`src/design/lsu_pkg.sv`:
```
package lsu_pkg;

  //////////////////////////////////////////////////
  // widths

  localparam int unsigned DATA_W = 32;          // address and data word
  localparam int unsigned BE_W   = DATA_W / 8;  // one enable per byte lane

  //////////////////////////////////////////////////
  // shared types

  typedef logic [DATA_W-1:0]        word_t;     // address or data word
  typedef logic [BE_W-1:0]          be_t;       // byte enables
  typedef logic [$clog2(BE_W)-1:0]  offset_t;   // byte offset inside a word

  // access size, both upper codes mean byte
  typedef enum logic [1:0] {
    DT_WORD  = 2'd0,
    DT_HALF  = 2'd1,
    DT_BYTE  = 2'd2,
    DT_BYTE3 = 2'd3  // alias of byte
  } data_type_e;

  // how the upper bits of a half or byte load are filled
  typedef enum logic [1:0] {
    EXT_ZERO = 2'd0,  // zero extend
    EXT_SIGN = 2'd1,  // copy the msb of the loaded value
    EXT_ONES = 2'd2   // fill with ones
  } sign_ext_e;

  // encoding summary
  //   data_type_e  0 word, 1 half, 2/3 byte
  //   sign_ext_e   0 zero, 1 sign, 2 ones
  //
  // a misaligned word or a half at offset 3 takes two bus accesses,
  // the second one word aligned at the next address
  //
  // offsets are in bytes, lane 0 is bits 7:0 of a word
  //
  // the bus returns one read-valid per granted transfer, stores included

endpackage

```
`src/design/lsu_req_prep.sv`:
```
`timescale 1ns/1ns

module lsu_req_prep (
  input  lsu_pkg::word_t      operand_a_i,
  input  lsu_pkg::word_t      operand_b_i,
  input  lsu_pkg::word_t      data_wdata_i,       // store data as held in the register
  input  logic                addr_useincr_i,     // a + b, else a alone
  input  lsu_pkg::data_type_e data_type_i,
  input  lsu_pkg::offset_t    data_reg_offset_i,  // where the store value sits in the register
  input  logic                data_req_i,
  input  logic                data_misaligned_i,  // second phase of a misaligned pair
  output lsu_pkg::word_t      trans_addr_o,
  output lsu_pkg::word_t      trans_wdata_o,
  output lsu_pkg::be_t        trans_be_o,
  output lsu_pkg::offset_t    addr_offset_o,
  output logic                data_misaligned_o
);

  import lsu_pkg::*;

  word_t   addr_int;   // unaligned effective address
  offset_t addr_off;
  offset_t wdata_rot;  // byte lanes to rotate the store data by

  //////////////////////////////////////////////////
  // address

  assign addr_int = addr_useincr_i ? (operand_a_i + operand_b_i) : operand_a_i;
  assign addr_off = addr_int[1:0];

  // second phase goes to the next word from lane 0 up
  assign trans_addr_o  = data_misaligned_i ? {addr_int[DATA_W-1:2], 2'b00} : addr_int;
  assign addr_offset_o = addr_off;  // kept for wb even in phase two

  //////////////////////////////////////////////////
  // byte enables

  always_comb begin
    trans_be_o = '0;
    case (data_type_i)
      DT_WORD: begin
        if (!data_misaligned_i) begin
          trans_be_o = be_t'(4'b1111 << addr_off);  // lanes from offset upward
        end else begin
          // remaining low lanes of the next word, none at offset 0
          trans_be_o = be_t'(4'b1111 >> (3'd4 - {1'b0, addr_off}));
        end
      end
      DT_HALF: begin
        if (!data_misaligned_i) begin
          trans_be_o = be_t'(4'b0011 << addr_off);  // offset 3 keeps lane 3 only
        end else begin
          trans_be_o = 4'b0001;  // upper byte of the half
        end
      end
      DT_BYTE, DT_BYTE3: begin
        trans_be_o = be_t'(4'b0001 << addr_off);
      end
      default: trans_be_o = '0;
    endcase
  end

  //////////////////////////////////////////////////
  // store data rotation

  // register offset moves the value down, address offset moves it up
  assign wdata_rot = addr_off - data_reg_offset_i;  // wraps mod 4

  always_comb begin
    case (wdata_rot)
      2'd0:    trans_wdata_o = data_wdata_i;
      2'd1:    trans_wdata_o = {data_wdata_i[23:0], data_wdata_i[31:24]};
      2'd2:    trans_wdata_o = {data_wdata_i[15:0], data_wdata_i[31:16]};
      default: trans_wdata_o = {data_wdata_i[7:0], data_wdata_i[31:8]};
    endcase
  end

  //////////////////////////////////////////////////
  // misalignment detect

  // only the first phase can flag, the controller then reissues
  always_comb begin
    data_misaligned_o = 1'b0;
    if (data_req_i && !data_misaligned_i) begin
      case (data_type_i)
        DT_WORD: data_misaligned_o = (addr_off != 2'd0);  // any non-zero offset spills
        DT_HALF: data_misaligned_o = (addr_off == 2'd3);  // only lane 3 spills
        default: data_misaligned_o = 1'b0;                // bytes never cross
      endcase
    end
  end

endmodule

```
`src/design/lsu_bus_fsm.sv`:
```
`timescale 1ns/1ns

module lsu_bus_fsm (
  input  logic           clk,
  input  logic           rst_n,
  input  logic           trans_valid_i,
  input  lsu_pkg::word_t trans_addr_i,
  input  lsu_pkg::word_t trans_wdata_i,
  input  lsu_pkg::be_t   trans_be_i,
  input  logic           trans_we_i,
  input  logic           data_gnt_i,
  output logic           trans_ready_o,  // high while idle
  output logic           data_req_o,
  output lsu_pkg::word_t data_addr_o,
  output lsu_pkg::word_t data_wdata_o,
  output lsu_pkg::be_t   data_be_o,
  output logic           data_we_o
);

  import lsu_pkg::*;

  typedef enum logic {
    IDLE     = 1'b0,  // transaction passes straight to the bus
    WAIT_GNT = 1'b1   // replay the captured copy until granted
  } state_e;

  state_e state_q, state_d;
  logic   idle;

  // copy of the offered transaction, held while the grant is pending
  word_t  addr_q;
  word_t  wdata_q;
  be_t    be_q;
  logic   we_q;

  assign idle = (state_q == IDLE);

  always_comb begin
    state_d = state_q;
    case (state_q)
      IDLE:     if (trans_valid_i && !data_gnt_i) state_d = WAIT_GNT;  // not taken at once
      WAIT_GNT: if (data_gnt_i) state_d = IDLE;
      default:  state_d = IDLE;
    endcase
  end

  always_ff @(posedge clk or negedge rst_n) begin
    if (!rst_n) begin
      state_q <= IDLE;
    end else begin
      state_q <= state_d;
    end
  end

  // sample every idle cycle, the last sample is the one left ungranted
  always_ff @(posedge clk) begin
    if (idle) begin
      addr_q  <= trans_addr_i;
      wdata_q <= trans_wdata_i;
      be_q    <= trans_be_i;
      we_q    <= trans_we_i;
    end
  end

  assign trans_ready_o = idle;
  assign data_req_o    = idle ? trans_valid_i : 1'b1;  // request stays up while waiting
  assign data_addr_o   = idle ? trans_addr_i  : addr_q;
  assign data_wdata_o  = idle ? trans_wdata_i : wdata_q;
  assign data_be_o     = idle ? trans_be_i    : be_q;
  assign data_we_o     = idle ? trans_we_i    : we_q;

endmodule

```
`src/design/lsu_outstanding_cnt.sv`:
```
`timescale 1ns/1ns

module lsu_outstanding_cnt #(
  parameter int DEPTH = 2  // max transfers in flight
) (
  input  logic clk,
  input  logic rst_n,
  input  logic data_req_i,     // ex stage wants a transfer
  input  logic trans_ready_i,  // bus fsm can take one
  input  logic resp_valid_i,   // one response retires one transfer
  output logic trans_valid_o,
  output logic lsu_ready_ex_o,
  output logic lsu_ready_wb_o,
  output logic ctrl_update_o,  // ex/wb control registers advance
  output logic busy_o
);

  localparam int               CNT_W   = $clog2(DEPTH + 1);
  localparam logic [CNT_W-1:0] CNT_MAX = CNT_W'(DEPTH);

  logic [CNT_W-1:0] cnt_q, cnt_d;
  logic             count_up;    // accepted this cycle
  logic             count_down;  // answered this cycle

  // no path from read-valid to the request
  assign trans_valid_o = data_req_i && (cnt_q < CNT_MAX);

  assign count_up   = trans_valid_o && trans_ready_i;
  assign count_down = resp_valid_i;

  always_comb begin
    cnt_d = cnt_q;
    if (count_up && !count_down) cnt_d = cnt_q + 1'b1;
    else if (!count_up && count_down) cnt_d = cnt_q - 1'b1;  // both at once cancel
  end

  always_ff @(posedge clk or negedge rst_n) begin
    if (!rst_n) begin
      cnt_q <= '0;
    end else begin
      cnt_q <= cnt_d;
    end
  end

  // wb free when empty, else once its response shows up
  assign lsu_ready_wb_o = (cnt_q == '0) ? 1'b1 : resp_valid_i;

  // ex and wb move in lock step once wb holds something
  always_comb begin
    if (!data_req_i) lsu_ready_ex_o = 1'b1;
    else if (cnt_q == '0) lsu_ready_ex_o = count_up;
    else if (cnt_q < CNT_MAX) lsu_ready_ex_o = count_up && resp_valid_i;
    else lsu_ready_ex_o = resp_valid_i;  // full, wait for room
  end

  assign ctrl_update_o = lsu_ready_ex_o && data_req_i;
  assign busy_o        = (cnt_q != '0) || trans_valid_o;

endmodule

```
`src/design/lsu_load_align.sv`:
```
`timescale 1ns/1ns

module lsu_load_align (
  input  logic                clk,
  input  logic                rst_n,
  input  logic                ctrl_update_i,         // take over the ex stage control
  input  lsu_pkg::data_type_e data_type_i,
  input  lsu_pkg::sign_ext_e  data_sign_ext_i,
  input  logic                data_we_i,
  input  lsu_pkg::offset_t    addr_offset_i,
  input  logic                data_misaligned_ex_i,  // second phase in ex
  input  logic                data_misaligned_i,     // first phase flagged in ex
  input  logic                resp_valid_i,
  input  lsu_pkg::word_t      resp_rdata_i,
  output lsu_pkg::word_t      data_rdata_o
);

  import lsu_pkg::*;

  // wb copy of the access that is waiting for its response
  data_type_e type_q;
  sign_ext_e  ext_q;
  offset_t    offset_q;
  logic       we_q;

  word_t      rdata_q;   // first half of a split load, else last result
  word_t      rdata_w;
  word_t      rdata_h;
  word_t      rdata_b;
  word_t      rdata_ext;
  logic [15:0] half_sel;
  logic [7:0]  byte_sel;

  // fill bit for the upper part of a half or byte
  function automatic logic ext_bit(input sign_ext_e mode, input logic msb);
    logic fill;
    case (mode)
      EXT_ZERO: fill = 1'b0;
      EXT_ONES: fill = 1'b1;
      EXT_SIGN: fill = msb;
      default:  fill = msb;  // code 3 treated as sign
    endcase
    return fill;
  endfunction

  always_ff @(posedge clk or negedge rst_n) begin
    if (!rst_n) begin
      type_q   <= DT_WORD;
      ext_q    <= EXT_ZERO;
      offset_q <= '0;
      we_q     <= 1'b0;
    end else if (ctrl_update_i) begin
      type_q   <= data_type_i;
      ext_q    <= data_sign_ext_i;
      offset_q <= addr_offset_i;
      we_q     <= data_we_i;
    end
  end

  //////////////////////////////////////////////////
  // alignment and extension

  // word, upper bytes of the first response below the new low bytes
  always_comb begin
    case (offset_q)
      2'd0:    rdata_w = resp_rdata_i;
      2'd1:    rdata_w = {resp_rdata_i[7:0],  rdata_q[31:8]};
      2'd2:    rdata_w = {resp_rdata_i[15:0], rdata_q[31:16]};
      default: rdata_w = {resp_rdata_i[23:0], rdata_q[31:24]};
    endcase
  end

  always_comb begin
    case (offset_q)
      2'd0:    half_sel = resp_rdata_i[15:0];
      2'd1:    half_sel = resp_rdata_i[23:8];
      2'd2:    half_sel = resp_rdata_i[31:16];
      default: half_sel = {resp_rdata_i[7:0], rdata_q[31:24]};  // crosses the word
    endcase
  end

  assign byte_sel = resp_rdata_i[{offset_q, 3'b000} +: 8];

  assign rdata_h = {{16{ext_bit(ext_q, half_sel[15])}}, half_sel};
  assign rdata_b = {{24{ext_bit(ext_q, byte_sel[7])}}, byte_sel};

  always_comb begin
    case (type_q)
      DT_WORD: rdata_ext = rdata_w;
      DT_HALF: rdata_ext = rdata_h;
      default: rdata_ext = rdata_b;  // both byte codes
    endcase
  end

  // raw word during a split first phase, final value otherwise
  always_ff @(posedge clk) begin
    if (resp_valid_i && !we_q) begin
      if (data_misaligned_ex_i || data_misaligned_i) rdata_q <= resp_rdata_i;
      else rdata_q <= rdata_ext;
    end
  end

  assign data_rdata_o = resp_valid_i ? rdata_ext : rdata_q;  // live in the read-valid cycle

endmodule

```
`src/design/lsu_top.sv`:
```
`timescale 1ns/1ns

module lsu_top #(
  parameter int DEPTH = 2  // max outstanding bus transfers
) (
  input  logic                clk,
  input  logic                rst_n,

  // ex stage request
  input  logic                data_req_ex_i,
  input  logic                data_we_ex_i,
  input  lsu_pkg::data_type_e data_type_ex_i,
  input  lsu_pkg::sign_ext_e  data_sign_ext_ex_i,
  input  lsu_pkg::word_t      data_wdata_ex_i,
  input  lsu_pkg::offset_t    data_reg_offset_ex_i,
  input  lsu_pkg::word_t      operand_a_ex_i,
  input  lsu_pkg::word_t      operand_b_ex_i,
  input  logic                addr_useincr_ex_i,
  input  logic                data_misaligned_ex_i,  // second access of a pair

  // ex stage results
  output lsu_pkg::word_t      data_rdata_ex_o,
  output logic                data_misaligned_o,     // to controller
  output logic                lsu_ready_ex_o,
  output logic                lsu_ready_wb_o,
  output logic                busy_o,

  // data bus
  output logic                data_req_o,
  output lsu_pkg::word_t      data_addr_o,
  output logic                data_we_o,
  output lsu_pkg::be_t        data_be_o,
  output lsu_pkg::word_t      data_wdata_o,
  input  logic                data_gnt_i,
  input  logic                data_rvalid_i,
  input  lsu_pkg::word_t      data_rdata_i
);

  import lsu_pkg::*;

  // transaction offered to the bus fsm
  word_t   trans_addr;
  word_t   trans_wdata;
  be_t     trans_be;
  logic    trans_valid;
  logic    trans_ready;

  offset_t addr_offset;  // byte offset for the wb alignment
  logic    ctrl_update;  // ex/wb control registers advance

  // address, byte enables, store data, misalignment
  lsu_req_prep i_lsu_req_prep (
    .operand_a_i       (operand_a_ex_i),
    .operand_b_i       (operand_b_ex_i),
    .data_wdata_i      (data_wdata_ex_i),
    .addr_useincr_i    (addr_useincr_ex_i),
    .data_type_i       (data_type_ex_i),
    .data_reg_offset_i (data_reg_offset_ex_i),
    .data_req_i        (data_req_ex_i),
    .data_misaligned_i (data_misaligned_ex_i),
    .trans_addr_o      (trans_addr),
    .trans_wdata_o     (trans_wdata),
    .trans_be_o        (trans_be),
    .addr_offset_o     (addr_offset),
    .data_misaligned_o (data_misaligned_o)
  );

  // request/grant side of the bus
  lsu_bus_fsm i_lsu_bus_fsm (
    .clk           (clk),
    .rst_n         (rst_n),
    .trans_valid_i (trans_valid),
    .trans_addr_i  (trans_addr),
    .trans_wdata_i (trans_wdata),
    .trans_be_i    (trans_be),
    .trans_we_i    (data_we_ex_i),
    .data_gnt_i    (data_gnt_i),
    .trans_ready_o (trans_ready),
    .data_req_o    (data_req_o),
    .data_addr_o   (data_addr_o),
    .data_wdata_o  (data_wdata_o),
    .data_be_o     (data_be_o),
    .data_we_o     (data_we_o)
  );

  // bus read-valid is the response strobe, no adapter in between
  lsu_outstanding_cnt #(
    .DEPTH (DEPTH)
  ) i_lsu_outstanding_cnt (
    .clk            (clk),
    .rst_n          (rst_n),
    .data_req_i     (data_req_ex_i),
    .trans_ready_i  (trans_ready),
    .resp_valid_i   (data_rvalid_i),
    .trans_valid_o  (trans_valid),
    .lsu_ready_ex_o (lsu_ready_ex_o),
    .lsu_ready_wb_o (lsu_ready_wb_o),
    .ctrl_update_o  (ctrl_update),
    .busy_o         (busy_o)
  );

  lsu_load_align i_lsu_load_align (
    .clk                  (clk),
    .rst_n                (rst_n),
    .ctrl_update_i        (ctrl_update),
    .data_type_i          (data_type_ex_i),
    .data_sign_ext_i      (data_sign_ext_ex_i),
    .data_we_i            (data_we_ex_i),
    .addr_offset_i        (addr_offset),
    .data_misaligned_ex_i (data_misaligned_ex_i),
    .data_misaligned_i    (data_misaligned_o),
    .resp_valid_i         (data_rvalid_i),
    .resp_rdata_i         (data_rdata_i),
    .data_rdata_o         (data_rdata_ex_o)
  );

endmodule

```
`config.mk`:
```
export PLATFORM = sky130hd
export DESIGN_NAME = lsu_top
export DESIGN_NICKNAME = d
export VERILOG_FILES = /design/src/design/lsu_pkg.sv /design/src/design/lsu_req_prep.sv /design/src/design/lsu_bus_fsm.sv /design/src/design/lsu_outstanding_cnt.sv /design/src/design/lsu_load_align.sv /design/src/design/lsu_top.sv
export SDC_FILE = /design/constraint.sdc
export NUM_CORES = 1
export LEC_CHECK = 0
export BUFFER_PORTS_ARGS = -buffer_cell sky130_fd_sc_hd__buf_2
export CORE_ASPECT_RATIO = 1.25
export CORE_UTILIZATION = 45
export DETAILED_ROUTE_END_ITERATION = 10
export PLACE_DENSITY = 0.71
export SLEW_MARGIN = 5
export SYNTH_ARGS = -nofsm -noshare
export SYNTH_HDL_FRONTEND = slang
export SYNTH_SLANG_ARGS = --single-unit
```
`constraint.sdc`:
```
create_clock -name clk -period 2.85 [get_ports clk]
set_input_delay 0 -clock clk [delete_from_list [all_inputs] [get_ports clk]]
set_output_delay 0 -clock clk [all_outputs]
set_load 0.01 [all_outputs]
```
* Yosys cells after proc, flatten, opt, wreduce, memory -nomap -nowiden
Cells that the tools add are included.
** Storage, ports and cells
- Word-level logic and storage cells :: 88
- Register bits :: 111
- Input bits :: 142
- Output and inout port bits :: 106
** Operators by class
- Reductions and logical operators :: 26
- Equality and inequality tests :: 10
- Shift-type cells :: 5
- Add/sub/neg operators :: 5
- Order comparisons :: 1
- Multiplexer cells :: 29
- Bitwise operators :: 1
** Operators with widths (count)
- case mux 32 bit (3 select lines) :: 2
- 2-to-1 mux 32 bit :: 5
- case mux 32 bit (2 select lines) :: 1
- case mux 16 bit (3 select lines) :: 1
- adder 32 bit :: 1
- indexed part select 32 x 6 -> 8 bit :: 1
- equality test 2 bit, second input constant :: 6
- zero test 2 bit :: 6
- 2-to-1 mux 4 bit :: 3
- case mux 4 bit (3 select lines) :: 1
- logical AND 1 bit :: 9
- 2-to-1 mux 1 bit :: 9
- equality test 2 x 1 -> 1 bit, second input constant :: 4
- case mux 1 bit (2 select lines) :: 4
- 2-to-1 mux 2 bit :: 3
- nonzero test 2 bit :: 3
- zero test 1 bit :: 5
- << shifter 1 x 2 -> 4 bit, first input constant :: 1
- << shifter 2 x 2 -> 4 bit, first input constant :: 1
- << shifter 4 x 2 -> 4 bit, first input constant :: 1
- >> shifter 4 x 3 -> 4 bit, first input constant :: 1
- subtractor 3 x 2 -> 3 bit, first input constant :: 1
- adder 2 x 1 -> 2 bit, second input constant :: 1
- logical OR 1 bit :: 2
- 5 further kinds :: 5

* Depth between registers and ports, before layout
- Word-level depth :: 8
- Gate-level depth with buffers :: 14
- Mapped depth without buffers :: 13

* By module
A second synthesis with hierarchy kept.
** Second synthesis, totals
- Cells, all modules :: 1055
- Area total of the unflattened synthesis :: 9841.9 µm²
** By module, submodules not included
- lsu_load_align :: sequential area each 1136.1 µm², cells an instance 486, area each 3908.7 µm², times used 1
- lsu_req_prep :: sequential area each 0.0 µm², cells an instance 402, area each 3164.3 µm², times used 1
- lsu_bus_fsm :: sequential area each 1406.3 µm², cells an instance 150, area each 2601.2 µm², times used 1
- lsu_outstanding_cnt :: sequential area each 50.0 µm², cells an instance 17, area each 167.7 µm², times used 1

* Worst setup path before layout
OpenSTA, ideal clock, no wires.
- Kind :: input-to-reg
- Start :: input port operand_a_ex_i[0]
- End :: register i_lsu_load_align.rdata_q[22] (data pin)
- Required time :: 2.704 ns
- Path buffers :: 3
- Stages :: 14
- Arrival time :: 2.615 ns
- Setup time :: 0.146 ns
- Path slack :: 0.089 ns
- Cell sequence :: ha_1 inv_1 fa_1 a21oi_4 inv_1 ha_1 nor2_1 a21oi_1 or3_1 and2_1 clkbuf_1 clkbuf_1 clkbuf_1 a21oi_1
** On the way
- Word-level cells in the longest chain between the ends :: 7
- Elaborated cells between the ends (all ways) :: 8
- Classes of those cells :: 1 x add/sub; 1 x eq/ne; 4 x mux; 2 x reduce/logical
** Ends and longest elaborated chain
- start: declaration :: RTL line lsu_top.sv:16 : input lsu_pkg::word_t operand_a_ex_i,
- adder 32 bit * :: RTL line lsu_req_prep.sv:28 : assign addr_int = addr_useincr_i ? (operand_a_i + operand_b_i) : operand_a_i;
- 2-to-1 mux 32 bit * :: RTL line lsu_req_prep.sv:28
- net addr_offset[1] :: RTL line lsu_top.sv:48 : offset_t addr_offset;
- equality test 2 bit or nonzero test 2 bit (tied branches) :: RTL line lsu_req_prep.sv:87, lsu_req_prep.sv:86
- case mux 1 bit (2 select lines) * :: RTL line lsu_req_prep.sv:85 : case (data_type_i)
- 2-to-1 mux 1 bit * :: RTL line lsu_req_prep.sv:84 : if (data_req_i && !data_misaligned_i) begin
- logical OR 1 bit * :: RTL line lsu_load_align.sv:98 : if (data_misaligned_ex_i || data_misaligned_i) rdata_q <= resp_rdata_i;
- 2-to-1 mux 32 bit * :: RTL line lsu_load_align.sv:98
- end signal: assignment :: RTL line lsu_load_align.sv:98
- end signal: assignment :: RTL line lsu_load_align.sv:99 : else rdata_q <= rdata_ext;
- end: declaration :: RTL line lsu_load_align.sv:26 : word_t rdata_q;
The timed path passes the listed nets; every way through them passes the cells marked *.
A chain may end at the register's enable or synchronous reset.

* Final worst setup path
- Start :: input port operand_a_ex_i[13]
- End :: output port data_addr_o[31]
** On the way
- Word-level cells in the longest chain between the ends :: 3
** Ends and longest elaborated chain
- adder 32 bit :: RTL line lsu_req_prep.sv:28
- 2-to-1 mux 32 bit :: RTL line lsu_req_prep.sv:28
- 2-to-1 mux 32 bit :: RTL line lsu_bus_fsm.sv:67 : assign data_addr_o = idle ? trans_addr_i : addr_q;
- end: declaration :: RTL line lsu_top.sv:30 : output lsu_pkg::word_t data_addr_o,
No other way between the ends.

==> impl_summary.txt <==
----------------------------------------------------
[Synthesis]
  Gate count after technology mapping ... between 1000 and 1500
  Post-synthesis net count ... approximately 1200
  EDFF count, synth ... 32
  Seq cells post-synth ... ~110
  Average cell area after synthesis ... between 8 and 9 µm²
  Distinct cell type count of the synthesized netlist ... 79
  Main flop type after synthesis ... sky130_fd_sc_hd__dfxtp_1
  YS warnings ... 0
  Area of the mapped netlist ... 8700 µm²
  Fraction of registers with async set/reset ... approximately 9.0%
  Post-synthesis sequential area ratio ... between 20% and 30%

[Setup path]
  Highest cell delay on the worst timing path ... around 0.53 ns
  Levels on crit path ... 13
  Number of buffer and inverter instances along the worst setup path ... 3
  Critical Path End Type ... output port
  Startpoint-to-endpoint class of the critical path ... in -> out
  CP startpoint kind ... input pin
  FF-to-FF path depth ... 7
  Cell Chain, Critical Path ... dlygate4sd3_1 > buf_2 > ha_4 > a21oi_1 > o21a_1 > nor4_4 > nor4b_4 > a21oi_2 > o31ai_4 > a21oi_1 > a211o_1 > nand3_1 > buf_2
  Slowest cell on crit path ... sky130_fd_sc_hd__dlygate4sd3_1
  Data required time at the worst endpoint ... between 2 and 3 ns
  Kind of cell adding the most delay to the critical path ... compound AO/OA/AOI/OAI gates
  Crit Path Max Fanout ... 3
  Arrival time of data at the critical path endpoint ... around 2.7 ns

[Timing]
  Upper clock frequency limit ... between 300 and 400 MHz
  Final TNS setup ... 0 ns
  Worst rel slew slack ... between 50% and 60%
  Final setup violation count ... 0
  Smallest setup slack after layout ... 0.120 ns
  Final period demand of the worst path ... ~2.7 ns
  Actual slew at the worst max-slew pin ... ~0.62 ns
  Final count of hold timing violations ... 0
  Layout Skew ... between 0.015 and 0.02 ns
  Count of pins over their slew limit ... 0
  Crit share post-route ... 95.8%

[Floorplan]
  Die Wd ... approximately 130 µm
  Total Die Area ... slightly below 20000 µm²
  Std-Cell Core Area ... ~19000 µm²
  Rows ... between 50 and 60
  Number of placed I/O pins ... ~250
  Floorplan die height ... roughly 160 µm
  Initial cell density of the core ... a little under half

[Detailed routing]
  Total Routed Length ... 26.6 mm
  Final ANT Viol Nets ... 0
  Vias per inst ... between 5 and 6
  Violation count after the first detailed-routing iteration ... just over 800
  Number of remaining DRC errors ... 0
  DR WL/cell ... around 17 µm
  Count of TritonRoute iterations in the first routing pass ... 5
  Routed via count ... roughly 8700

[Clocking]
  Clock transition time at the flip-flop clock pins of the worst setup and hold paths ... about 0.09 ns
  Worst-Skew Late Latency ... between 0.3 and 0.4 ns
  Root buffer selected by CTS ... sky130_fd_sc_hd__clkbuf_16
  Number of buffers on the longest clock path ... 2
  H-tree Lvls ... 3
  TritonCTS clock tree ... done
  Number of sinks handled by clock tree synthesis ... approximately 110
  Total CTS buffers ... 9

[Placed design]
  Routability congestion estimate from global placement ... 0.935
  Number of placed instances, taps included ... roughly 1500
  Post-placement worst setup slack ... 0.0214 ns
  Area post-placement ... 10100 µm²
  Total of buffers placed on input and output ports ... roughly 250
  HPWL after detailed placement ... 20.1 mm

[Final layout]
  Fill cell instance count of the final layout ... between 1500 and 2000
  Syn-to-layout area delta ... 23.9%
  Commonest non-fill, non-tap cell in the layout ... sky130_fd_sc_hd__buf_2
  Sequential cell area ... approximately 2600 µm²
  Most used cells in the layout excluding fill and tap cells ... sky130_fd_sc_hd__buf_2, sky130_fd_sc_hd__a21oi_1, sky130_fd_sc_hd__nor2_1, sky130_fd_sc_hd__nand2_1, sky130_fd_sc_hd__o21ai_0
  Post-layout nets ... approximately 1500
  Cell area after layout ... roughly 11000 µm²
  Area of combinational cells with multiple inputs ... about 5700 µm²
  Layout cell share with drive strength beyond 1 ... a little under a third
  Post-route non-filler standard cell count ... between 1500 and 2000

[GRT]
  Initial antenna violation count ... 2
  GRT overflow ... 0
  Vias in the first global route ... just over 8000
  GRT Total Usage ... 26.5%
  First-pass GRT wire length ... 41.4 mm
  Maximum number of pins on one net before global-route repair ... between 60 and 70

[Pwr]
  Overall power ... between 0.009 and 0.01 W
  Maximum vdd drop ... about 0.44 mV
  Power per standard cell area ... between 800 and 900 nW/µm²
  Leakage ... 4.81 nW

[Worst hold path]
  Min-Delay Path Class ... in -> reg
  Hold path depth ... 3

[Job]
  Max Cap Viol ... 0

[Run status]
  Outcome ... completed

----------------------------------------------------
## what timing repair did
item | in CTS | in global routing
setup buffers | 0 | 1
hold buffers | 25 | 0
resized for setup | 0 | 14
setup endpoints to repair | 0 | 10
hold endpoints to repair | 34 | 0
## worst register-to-register path, delay by kind of cell (launching register included)
family                 cells  cell delay, ns
AO/OA/AOI/OAI              3            0.31
buffers and inverters      2            0.60
flip-flops                 1            0.47
multiplexers               1            0.52
AND/OR/NAND/NOR            1            0.10
## cells in the mapped netlist, drive strengths merged, types with 7 or more instances
library cell	count	share of area (%)
mux2	45	5.8
inv	26	1.1
nor3	16	0.92
o31ai	11	1.4
dfrtp	10	2.9
buf	19	1.2
ha	42	6.0
mux2i	59	6.8
edfxtp	32	11
nor2	118	5.1
a21o	20	1.8
o22ai	7	0.66
nand2	101	4.4
o21ai	112	6.5
o211ai	7	0.82
a21oi	148	8.8
dfxtp	69	16
a22oi	11	0.95
nor2b	10	0.72
and3	8	0.58
xor2	11	1.2
xnor2	13	1.4
mux4	14	3.6
clkbuf	55	2.8
nand3	12	0.69
## report_power, final
group	total, W	leakage (nW)	switching [W]	internal [W]
Combinational	0.00520	3.66	0.00306	0.00214
Clock	0.00135	0.154	0.000707	0.000638
Sequential	0.00250	0.996	0.000270	0.00223
Total	0.00905	4.81	0.00404	0.00501
## final cells by class
class | count | share of cell area [%]
well taps | 232 | 2.69
clock buffers | 9 | 2.09
repair buffers | 304 | 16.3
multi-input cells | 834 | 53.0
diodes | 2 | 0.0464
clock inverters | 7 | 0.871
inverters | 26 | 0.906
flip-flops and latches | 111 | 24.1
## through the flow
stage	hold WS, ns	utilization, %
after global placement	-0.131	53.7
after detailed placement	-0.128	53.7
final	0.0129	57.2
after global routing	0.0280	57.2
after CTS	0.00313	56.8
after floorplan	-0.296	-
## path summary, 6_finish.rpt
| path | end | start | slack (ns) |
|---|---|---|---|
| worst max-delay path | data_addr_o[31] | operand_a_ex_i[13] | 0.12 |
| max in group asynchronous | i_lsu_bus_fsm.state_q$_DFF_PN0_ | rst_n | 2.56 |
| worst max register to register | i_lsu_load_align.rdata_q[15]$_DFFE_PP_ | i_lsu_load_align.offset_q[1]$_DFFE_PN0P_ | 0.59 |
| min in group asynchronous | i_lsu_outstanding_cnt.cnt_q[1]$_DFFE_PN0P_ | rst_n | 0.07 |
| worst min-delay path | i_lsu_bus_fsm.addr_q[2]$_DFF_P_ | operand_a_ex_i[2] | 0.01 |
| worst min register to register | i_lsu_bus_fsm.wdata_q[31]$_DFF_P_ | i_lsu_bus_fsm.wdata_q[31]$_DFF_P_ | 0.46 |
## metal layers
layer	routed length [µm]	up-vias	GRT usage, %
li1	-	4285	-
met1	10600	3984	30.9
met2	13300	364	47.0
met3	1850	46	4.79
met4	862	0	12.3
met5	0	-	0
## flip-flops by register name, summed over array words and instances, names as in the netlist, 2 cells and up
name and flops:
i_lsu_bus_fsm.addr_q 32, i_lsu_bus_fsm.wdata_q 32, i_lsu_load_align.rdata_q 32, i_lsu_bus_fsm.be_q 4, i_lsu_load_align.ext_q 2, i_lsu_load_align.offset_q 2
i_lsu_load_align.type_q 2, i_lsu_outstanding_cnt.cnt_q 2
## kinds of logic after synthesis
logic type      share of synthesized area (%)
flops                                    29.8
mux                                      16.2
compound gates                           25.1
fa+ha+maj                                6.27
simple gates                             14.7
buf+inv                                  5.27
xor+xnor                                 2.59
Note: power is estimated with default switching activity, not from simulation.
